## config.mk

```make
export PLATFORM = sky130hd
export DESIGN_NAME = parity_mem_top
export DESIGN_NICKNAME = d
export VERILOG_FILES = /design/src/hdl/parity_pkg.sv /design/src/hdl/parity_mem_top.sv /design/src/hdl/error_log.sv /design/src/hdl/scrub_fsm.sv /design/src/hdl/scrub_timer.sv /design/src/hdl/parity_ram.sv /design/src/hdl/dataint_parity.sv
export SDC_FILE = /design/constraint.sdc
export NUM_CORES = 1
export LEC_CHECK = 0
export BUFFER_PORTS_ARGS = -buffer_cell sky130_fd_sc_hd__buf_2
export CAP_MARGIN = 30
export CORE_MARGIN = 2
export CORE_UTILIZATION = 57
export DETAILED_ROUTE_END_ITERATION = 7
export PLACE_DENSITY = 0.74
export SYNTH_ARGS = -nofsm -noshare
export SYNTH_HDL_FRONTEND = slang
export SYNTH_HIERARCHICAL = 1
export SYNTH_SLANG_ARGS = --single-unit
```

## constraint.sdc

```tcl
create_clock -name clk -period 8.74 [get_ports clk]
set_clock_uncertainty 0.15 [all_clocks]
set_input_delay 1.748 -clock clk [delete_from_list [all_inputs] [get_ports clk]]
set_output_delay 1.748 -clock clk [all_outputs]
set_load 0.01 [all_outputs]
```

## src/hdl/parity_pkg.sv

```systemverilog
`default_nettype none

package parity_pkg;

        // ----------------------------------------
        // Word geometry
        // ----------------------------------------

        // Host data word width
        localparam int DATA_W = 32;

        // One parity bit per 8-bit chunk
        localparam int PAR_CHUNKS = 4;

        // Word address width, 16 words
        localparam int ADDR_W = 4;

        // ----------------------------------------
        // Shared records
        // ----------------------------------------

        // Stored memory entry, data with its chunk parity
        typedef struct packed {
                logic [DATA_W-1:0]     data;
                logic [PAR_CHUNKS-1:0] par;
        } mem_word_t;

        // Registered check verdict for one read
        typedef struct packed {
                logic [ADDR_W-1:0]     addr;
                logic [DATA_W-1:0]     data;
                logic [PAR_CHUNKS-1:0] par;
                // Set per chunk where stored and recomputed parity disagree
                logic [PAR_CHUNKS-1:0] chunk_err;
                // 1 for a scrub read, 0 for a host read
                logic                  from_scrub;
        } check_result_t;

endpackage : parity_pkg

`default_nettype wire
```

## src/hdl/parity_mem_top.sv

```systemverilog
`timescale 1ns/1ps
`default_nettype none

module parity_mem_top
        import parity_pkg::*;
#(
        parameter int SCRUB_INTERVAL = 200,
        parameter int DEPTH          = 16
) (
        input  logic                  clk,
        input  logic                  rst,
        // Host access
        input  logic                  wr_en,
        input  logic [ADDR_W-1:0]     addr,
        input  logic [DATA_W-1:0]     wdata,
        input  logic [PAR_CHUNKS-1:0] inject_mask,
        input  logic                  rd_en,
        // 1 even, 0 odd, static while data is held
        input  logic                  parity_type,
        // Host read return
        output logic                  rd_valid,
        output logic [DATA_W-1:0]     rdata,
        output logic [PAR_CHUNKS-1:0] rd_parity,
        output logic [PAR_CHUNKS-1:0] rd_err,
        // Error log
        output logic [7:0]            err_count,
        output logic [ADDR_W-1:0]     first_err_addr,
        output logic                  first_err_valid,
        output logic                  scrub_done
);

        logic [PAR_CHUNKS-1:0] gen_par;
        logic [PAR_CHUNKS-1:0] chunk_err;
        mem_word_t             wword;
        mem_word_t             rword;
        logic                  ram_re;
        logic [ADDR_W-1:0]     ram_raddr;
        logic                  scrub_due;
        logic                  res_valid;
        check_result_t         result;

        // ----------------------------------------
        // Write path with fault injection
        // ----------------------------------------

        dataint_parity #(
                .WIDTH  (DATA_W),
                .CHUNKS (PAR_CHUNKS)
        ) u_par_gen (
                .data_in     (wdata),
                .parity_in   ('0),
                .parity_type (parity_type),
                .parity      (gen_par),
                .parity_err  ()
        );

        // Mask flips stored parity bits on purpose
        assign wword.data = wdata;
        assign wword.par  = gen_par ^ inject_mask;

        parity_ram #(
                .DEPTH (DEPTH)
        ) u_ram (
                .clk   (clk),
                .we    (wr_en),
                .waddr (addr),
                .wword (wword),
                .re    (ram_re),
                .raddr (ram_raddr),
                .rword (rword)
        );

        // ----------------------------------------
        // Read check and scrub control
        // ----------------------------------------

        // Recompute parity of the read data against the stored bits
        dataint_parity #(
                .WIDTH  (DATA_W),
                .CHUNKS (PAR_CHUNKS)
        ) u_par_chk (
                .data_in     (rword.data),
                .parity_in   (rword.par),
                .parity_type (parity_type),
                .parity      (),
                .parity_err  (chunk_err)
        );

        scrub_timer #(
                .SCRUB_INTERVAL (SCRUB_INTERVAL)
        ) u_timer (
                .clk       (clk),
                .rst       (rst),
                .scrub_due (scrub_due)
        );

        scrub_fsm #(
                .DEPTH (DEPTH)
        ) u_fsm (
                .clk        (clk),
                .rst        (rst),
                .scrub_due  (scrub_due),
                .wr_en      (wr_en),
                .rd_en      (rd_en),
                .host_addr  (addr),
                .ram_re     (ram_re),
                .ram_raddr  (ram_raddr),
                .rword      (rword),
                .chunk_err  (chunk_err),
                .res_valid  (res_valid),
                .result     (result),
                .scrub_done (scrub_done)
        );

        error_log u_log (
                .clk             (clk),
                .rst             (rst),
                .res_valid       (res_valid),
                .result          (result),
                .err_count       (err_count),
                .first_err_addr  (first_err_addr),
                .first_err_valid (first_err_valid)
        );

        // Host results go out, scrub results stay internal
        assign rd_valid  = res_valid && !result.from_scrub;
        assign rdata     = result.data;
        assign rd_parity = result.par;
        assign rd_err    = result.chunk_err;

endmodule : parity_mem_top

`default_nettype wire

```

## src/hdl/error_log.sv

```systemverilog
`timescale 1ns/1ps
`default_nettype none

module error_log
        import parity_pkg::*;
(
        input  logic              clk,
        input  logic              rst,
        input  logic              res_valid,
        input  check_result_t     result,
        output logic [7:0]        err_count,
        output logic [ADDR_W-1:0] first_err_addr,
        output logic              first_err_valid
);

        logic scrub_err;
        logic count_full;

        // Scrubbed word with at least one bad chunk, host results ignored
        assign scrub_err = res_valid && result.from_scrub && (|result.chunk_err);

        // Counter stops at its top value
        assign count_full = &err_count;

        // ----------------------------------------
        // Counter and first-error flag
        // ----------------------------------------

        always_ff @(posedge clk) begin
                if (rst) begin
                        err_count       <= '0;
                        first_err_valid <= 1'b0;
                end else begin
                        if (scrub_err && !count_full) begin
                                err_count <= err_count + 1'b1;
                        end
                        // Sticky until reset
                        if (scrub_err) begin
                                first_err_valid <= 1'b1;
                        end
                end
        end

        // Address capture, only the first failure since reset
        always_ff @(posedge clk) begin
                if (scrub_err && !first_err_valid) begin
                        first_err_addr <= result.addr;
                end
        end

endmodule : error_log

`default_nettype wire

```

## src/hdl/scrub_fsm.sv

```systemverilog
`timescale 1ns/1ps
`default_nettype none

module scrub_fsm
        import parity_pkg::*;
#(
        parameter int DEPTH = 16
) (
        input  logic                  clk,
        input  logic                  rst,
        input  logic                  scrub_due,
        // Host strobes that always win the read port
        input  logic                  wr_en,
        input  logic                  rd_en,
        input  logic [ADDR_W-1:0]     host_addr,
        // RAM read port
        output logic                  ram_re,
        output logic [ADDR_W-1:0]     ram_raddr,
        input  mem_word_t             rword,
        // Checker verdict for the current rword
        input  logic [PAR_CHUNKS-1:0] chunk_err,
        // Registered check result
        output logic                  res_valid,
        output check_result_t         result,
        output logic                  scrub_done
);

        typedef enum logic [1:0] {
                IDLE,
                SCAN,
                DONE
        } state_t;

        state_t state;
        state_t next_state;

        logic [ADDR_W-1:0] scrub_addr;
        logic              scrub_issue;
        logic              last_addr;
        logic              scrub_busy;

        // Stage 1 tag aligned with rword
        logic              s1_valid;
        logic              s1_scrub;
        logic [ADDR_W-1:0] s1_addr;

        // ----------------------------------------
        // Read port arbitration
        // ----------------------------------------

        // Scrub reads only fill idle host cycles
        assign scrub_issue = (state == SCAN) && !wr_en && !rd_en;
        assign ram_re      = rd_en || scrub_issue;
        assign ram_raddr   = rd_en ? host_addr : scrub_addr;

        assign last_addr = (scrub_addr == ADDR_W'(DEPTH - 1));

        // Scrub reads still travelling the tag pipeline
        assign scrub_busy = (s1_valid && s1_scrub) || (res_valid && result.from_scrub);

        // ----------------------------------------
        // Pass control
        // ----------------------------------------

        always_comb begin
                next_state = state;
                case (state)
                        // Start only from idle and drop due strobes mid-pass
                        IDLE: if (scrub_due) next_state = SCAN;
                        SCAN: if (scrub_issue && last_addr) next_state = DONE;
                        // Hold until the last verdict has reached the log
                        DONE: if (!scrub_busy) next_state = IDLE;
                        default: next_state = IDLE;
                endcase
        end

        always_ff @(posedge clk) begin
                if (rst) begin
                        state      <= IDLE;
                        scrub_addr <= '0;
                        scrub_done <= 1'b0;
                end else begin
                        state      <= next_state;
                        // Counter moves only on an issued scrub read
                        if (state == IDLE) begin
                                scrub_addr <= '0;
                        end else if (scrub_issue) begin
                                scrub_addr <= scrub_addr + 1'b1;
                        end
                        scrub_done <= (state == DONE) && !scrub_busy;
                end
        end

        // ----------------------------------------
        // Tag pipeline and result register
        // ----------------------------------------

        always_ff @(posedge clk) begin
                if (rst) begin
                        s1_valid  <= 1'b0;
                        res_valid <= 1'b0;
                end else begin
                        s1_valid  <= ram_re;
                        res_valid <= s1_valid;
                end
        end

        // Payload travels alongside the valid bits
        always_ff @(posedge clk) begin
                s1_scrub          <= scrub_issue;
                s1_addr           <= ram_raddr;
                result.addr       <= s1_addr;
                result.data       <= rword.data;
                result.par        <= rword.par;
                result.chunk_err  <= chunk_err;
                result.from_scrub <= s1_scrub;
        end

        // Every host read enters the pipeline next cycle as a host tag
        a_host_read_kept: assert property (
                @(posedge clk) disable iff (rst)
                rd_en |=> (s1_valid && !s1_scrub && s1_addr == $past(host_addr))
        ) else $error("host read lost or displaced by a scrub read");

        // End-of-pass pulse leaves DONE two cycles after the last address verdict
        a_done_in_done: assert property (
                @(posedge clk) disable iff (rst)
                scrub_done |-> $past(state == DONE) &&
                        $past(res_valid && result.from_scrub &&
                              result.addr == ADDR_W'(DEPTH - 1), 2)
        ) else $error("scrub_done outside DONE or before the last scrub verdict");

endmodule : scrub_fsm

`default_nettype wire

```

## src/hdl/scrub_timer.sv

```systemverilog
`timescale 1ns/1ps
`default_nettype none

module scrub_timer #(
        parameter int SCRUB_INTERVAL = 200
) (
        input  logic clk,
        input  logic rst,
        output logic scrub_due
);

        // Counter wide enough for the terminal value
        localparam int CNT_W = $clog2(SCRUB_INTERVAL + 1);

        logic [CNT_W-1:0] cnt;
        logic             at_end;

        // Terminal count of one interval
        assign at_end = (cnt == CNT_W'(SCRUB_INTERVAL - 1));

        // Free-running interval counter
        always_ff @(posedge clk) begin
                if (rst) begin
                        cnt       <= '0;
                        scrub_due <= 1'b0;
                end else begin
                        // Wrap and restart the interval
                        cnt       <= at_end ? '0 : cnt + 1'b1;
                        // One-cycle strobe per interval
                        scrub_due <= at_end;
                end
        end

        // Strobe is a single-cycle pulse
        a_due_pulse: assert property (
                @(posedge clk) disable iff (rst) scrub_due |=> !scrub_due
        ) else $error("scrub_due held high for two cycles");

endmodule : scrub_timer

`default_nettype wire

```

## src/hdl/parity_ram.sv

```systemverilog
`timescale 1ns/1ps
`default_nettype none

module parity_ram
        import parity_pkg::*;
#(
        parameter int DEPTH = 16
) (
        input  logic              clk,
        // Write port
        input  logic              we,
        input  logic [ADDR_W-1:0] waddr,
        input  mem_word_t         wword,
        // Read port, data one cycle after re
        input  logic              re,
        input  logic [ADDR_W-1:0] raddr,
        output mem_word_t         rword
);

        // Word array, contents undefined until written
        mem_word_t mem [DEPTH];

        // ----------------------------------------
        // Write side
        // ----------------------------------------

        always_ff @(posedge clk) begin
                if (we) begin
                        mem[waddr] <= wword;
                end
        end

        // ----------------------------------------
        // Registered read
        // ----------------------------------------

        // Same-address write and read returns the old word
        always_ff @(posedge clk) begin
                if (re) begin
                        rword <= mem[raddr];
                end
        end

        // Host and scrub addresses must stay inside the populated range
        a_waddr_in_range: assert property (
                @(posedge clk) we |-> (int'(waddr) < DEPTH)
        ) else $error("parity_ram write address %0d out of range", waddr);

        a_raddr_in_range: assert property (
                @(posedge clk) re |-> (int'(raddr) < DEPTH)
        ) else $error("parity_ram read address %0d out of range", raddr);

endmodule : parity_ram

`default_nettype wire

```

## src/hdl/dataint_parity.sv

```systemverilog
`timescale 1ns/1ps
`default_nettype none

module dataint_parity #(
        parameter int WIDTH  = 32,
        parameter int CHUNKS = 4
) (
        input  logic [WIDTH-1:0]  data_in,
        // Stored parity, only meaningful in checker use
        input  logic [CHUNKS-1:0] parity_in,
        // 1 selects even parity, 0 selects odd
        input  logic              parity_type,
        output logic [CHUNKS-1:0] parity,
        output logic [CHUNKS-1:0] parity_err
);

        // Nominal slice width
        localparam int SLICE_W = WIDTH / CHUNKS;

        genvar i;
        generate
                for (i = 0; i < CHUNKS; i++) begin : gen_chunk
                        // Slice bounds, last slice absorbs the remainder bits
                        localparam int LO = i * SLICE_W;
                        localparam int HI = (i == CHUNKS - 1) ? WIDTH - 1 : LO + SLICE_W - 1;

                        logic slice_xor;

                        // Plain XOR reduction of this slice
                        assign slice_xor = ^data_in[HI:LO];

                        // Even parity bit is the XOR itself, odd parity its inverse
                        assign parity[i] = parity_type ? slice_xor : ~slice_xor;

                        // Mismatch against the incoming parity bit
                        assign parity_err[i] = parity[i] ^ parity_in[i];
                end
        endgenerate

endmodule : dataint_parity

`default_nettype wire

```

==> impl_summary.txt <==
----------------------------------------------------
[Route]
  Pre-antenna DRT Iters ... 5
  Mean routed wirelength per cell ... ~27 µm
  Count of routing violations after the opening detailed-route iteration ... 1259
  Total wirelength of the detailed-routed design ... 53840 µm
  Final ANT Viol Nets ... 0
  DR vias ... around 12000
  Count of unresolved DRC violations after routing ... 0
  Via/cell ratio ... 6.209

[Floorplan]
  Number of placement rows ... 77
  Die area ... around 47000 µm²
  Die X-Extent ... between 200 and 250 µm
  Boundary pin count ... 100
  CORE AREA ... about 45000 µm²
  Effective utilization at floorplan ... 58.00%
  Floorplan die height ... 216.8 µm

[Clocking]
  CTS sink cnt ... just under 700
  Number of setup buffers added after CTS ... 0
  H-tree depth ... 3
  TritonCTS clock tree ... done
  CTS resizes ... 0
  Clock insertion delay at the later pin of the skew report ... between 500 and 600 ps
  Clock root cell ... sky130_fd_sc_hd__clkbuf_16
  Clk slew on worst S/H paths ... approximately 60 ps
  Number of CTS-inserted buffers ... 69
  Maximum root-to-sink buffer count ... 3
  CTS hold repair buffers ... 0

[GRT]
  Wire length of the first global-routing pass ... just under 80000 µm
  Global routing usage summed across all routing layers ... between 20% and 30%
  Largest net degree at the start of global routing ... 94
  GRT Residual Overflow ... 0
  Number of global-route vias before repair ... 12422
  Initial antenna violation count ... 1

[Finish]
  Number of nets in the layout ... 1382
  Share of final-layout standard cells stronger than drive strength 1 ... approximately 29%
  Area taken by flip-flops and latches ... approximately 20000 µm²
  Area Overhead vs Synth ... 13.46%
  Fin area ... 29290 µm²
  Multi-input logic area ... around 5600 µm²
  Count of fill cells added during filler insertion ... between 2000 and 3000
  Total inserted antenna cells ... 0

[Critical path]
  End of the worst register-to-register path ... u_ram/rword[33]
  Critical Path Start ... rd_en
  Highest fanout seen on the critical path ... roughly 80
  Worst setup endpoint ... u_ram/rword[33]
  Worst setup slack for register-to-register paths ... between 5000 and 6000 ps
  Arrival time of the worst setup path ... around 4300 ps
  Count of buffer and inverter cells on the critical path ... 2
  Number of gates on the worst path with buffers counted ... 6
  Critical Path End Type ... register
  Crit-path max cell delay ... 860 ps
  Crit Reg-Reg Startpoint ... u_fsm/scrub_addr[1]
  Slowest stage cell, crit path ... sky130_fd_sc_hd__buf_4
  Critical path launch point type ... input port
  Classification of the worst setup path ... in2reg
  Path depth of the worst reg2reg path ... 5
  Kind of cell adding the most delay to the critical path ... multiplexers
  Required time worst endpoint ... between 8000 and 9000 ps
  Chain of cells forming the critical path ... buf_2, mux2_8, buf_4, mux4_2, a22oi_1, nand2_1

[Logic synthesis]
  Post-synthesis cell count ... roughly 1200
  Net count of the mapped netlist ... approximately 1200
  Synth warn ... 6
  Post-Synthesis Mean Instance Area ... ~22 µm²
  Post-synthesis cell area ... 25820 µm²

[Timing]
  Total count of hold-check failures in the final report ... 0
  Total setup violations reported at the end of the flow ... 0
  WHS ... ~180 ps
  Post-layout worst setup margin ... 4591 ps
  Relative slew slack ... approximately 25%
  Final TNS setup ... 0 ps
  Period utilization ... between 40% and 50%
  Slew of the pin with the lowest slew margin ... 1120 ps
  Crit path time final ... 4149 ps
  Max Slew Vio Count ... 0
  RSZ-0062 raised after global routing ... false
  Fmax achieved ... about 240 MHz

[Job]
  Max-cap violation count ... 0

[Status]
  Outcome ... finished, final reports clean

[Placement]
  Worst Setup Slack post-DPL ... approximately 4000 ps
  Post-detail-place hpwl ... roughly 26000 µm
  Placer's final routability congestion estimate ... between 0.7 and 0.8
  Placement-stage cell area ... around 27000 µm²
  Quantity of I/O buffers inserted on ports ... 99

[Power and ir drop]
  Max rail drop VDD ... between 0.0001 and 0.00015 V
  Power Dens Cells ... roughly 240 nW/µm²
  Leakage Power ... between 9 and 10 nW

[Worst hold path]
  Min-Delay Path Class ... reg2reg

----------------------------------------------------
-- per-layer routing --
metal,part of all wire [%],vias to the layer above,track usage [%]
li1,-,5201,-
met1,39,6412,32.36
met2,50,585,38.38
met3,8.9,82,4.682
met4,2.1,2,7.603
met5,0.024,-,0
-- layout make-up --
cell class	instances	share of cell area (%)
flip-flops and latches	693	68.41
multi-input cells	438	19.26
clock buffers	95	6.587
well taps	592	2.529
repair buffers	125	2.401
clock inverters	29	0.7390
inverters	6	0.07689
-- cells in the final DEF, fill, tap and decap left out, types with 6 or more instances in the layout --
master and n:
sky130_fd_sc_hd__xnor3_2 6, sky130_fd_sc_hd__nand3_1 8, sky130_fd_sc_hd__a22oi_1 72, sky130_fd_sc_hd__nor2_4 13, sky130_fd_sc_hd__dfxtp_1 77, sky130_fd_sc_hd__o21ai_0 6
sky130_fd_sc_hd__nor2_1 14, sky130_fd_sc_hd__xnor3_1 10, sky130_fd_sc_hd__inv_1 6, sky130_fd_sc_hd__xnor2_1 26, sky130_fd_sc_hd__clkbuf_16 73, sky130_fd_sc_hd__mux4_2 144
sky130_fd_sc_hd__nand2_1 42, sky130_fd_sc_hd__or3_1 6, sky130_fd_sc_hd__buf_4 25, sky130_fd_sc_hd__buf_2 99, sky130_fd_sc_hd__a21oi_1 9, sky130_fd_sc_hd__clkinv_1 11
sky130_fd_sc_hd__edfxtp_1 616, sky130_fd_sc_hd__xor2_1 18, sky130_fd_sc_hd__clkbuf_1 20, sky130_fd_sc_hd__clkinv_2 12
-- metrics by stage --
stage,power (mW),instances,utilization (%)
3_5_place_dp,4.339,1854,60.99
4_1_cts,7.124,1978,65.81
2_1_floorplan,4.150,1189,-
6_report,7.071,1978,65.81
3_3_place_gp,4.321,1853,60.97
5_1_grt,7.286,1978,65.81
-- power breakdown --
group / internal (mW) / leakage (nW) / switching, mW
sequential: 3.76 / 6.24 / 0.0473
clock: 1.63 / 1.05 / 1.17
combinational: 0.190 / 2.28 / 0.269
total: 5.59 / 9.57 / 1.48
-- how the worst min path moves through the flow --
stage	cells after the start	end	from
global placement	0	u_fsm/result[44]	u_fsm/s1_addr[3]
CTS	0	u_fsm/result[44]	u_fsm/s1_addr[3]
floorplan	0	u_fsm/result[41]	u_fsm/s1_addr[0]
finish	0	u_fsm/result[44]	u_fsm/s1_addr[3]
global route	0	u_fsm/result[43]	u_fsm/s1_addr[2]
detailed placement	0	u_fsm/result[44]	u_fsm/s1_addr[3]
-- registers in the layout, indices dropped and copies added, names as in the netlist --
| register | cells |
|---|---|
| u_ram/mem | 576 |
| u_fsm/result | 45 |
| u_ram/rword | 36 |
| u_log/err_count | 8 |
| u_timer/cnt | 8 |
| u_fsm/s1_addr | 4 |
| u_fsm/scrub_addr | 4 |
| u_log/first_err_addr | 4 |
| u_fsm/state | 2 |
| u_fsm/res_valid | 1 |
| u_fsm/s1_scrub | 1 |
| u_fsm/s1_valid | 1 |
| u_fsm/scrub_done | 1 |
| u_log/first_err_valid | 1 |
| u_timer/scrub_due | 1 |
No activity file was read; power rests on OpenSTA's default activity.
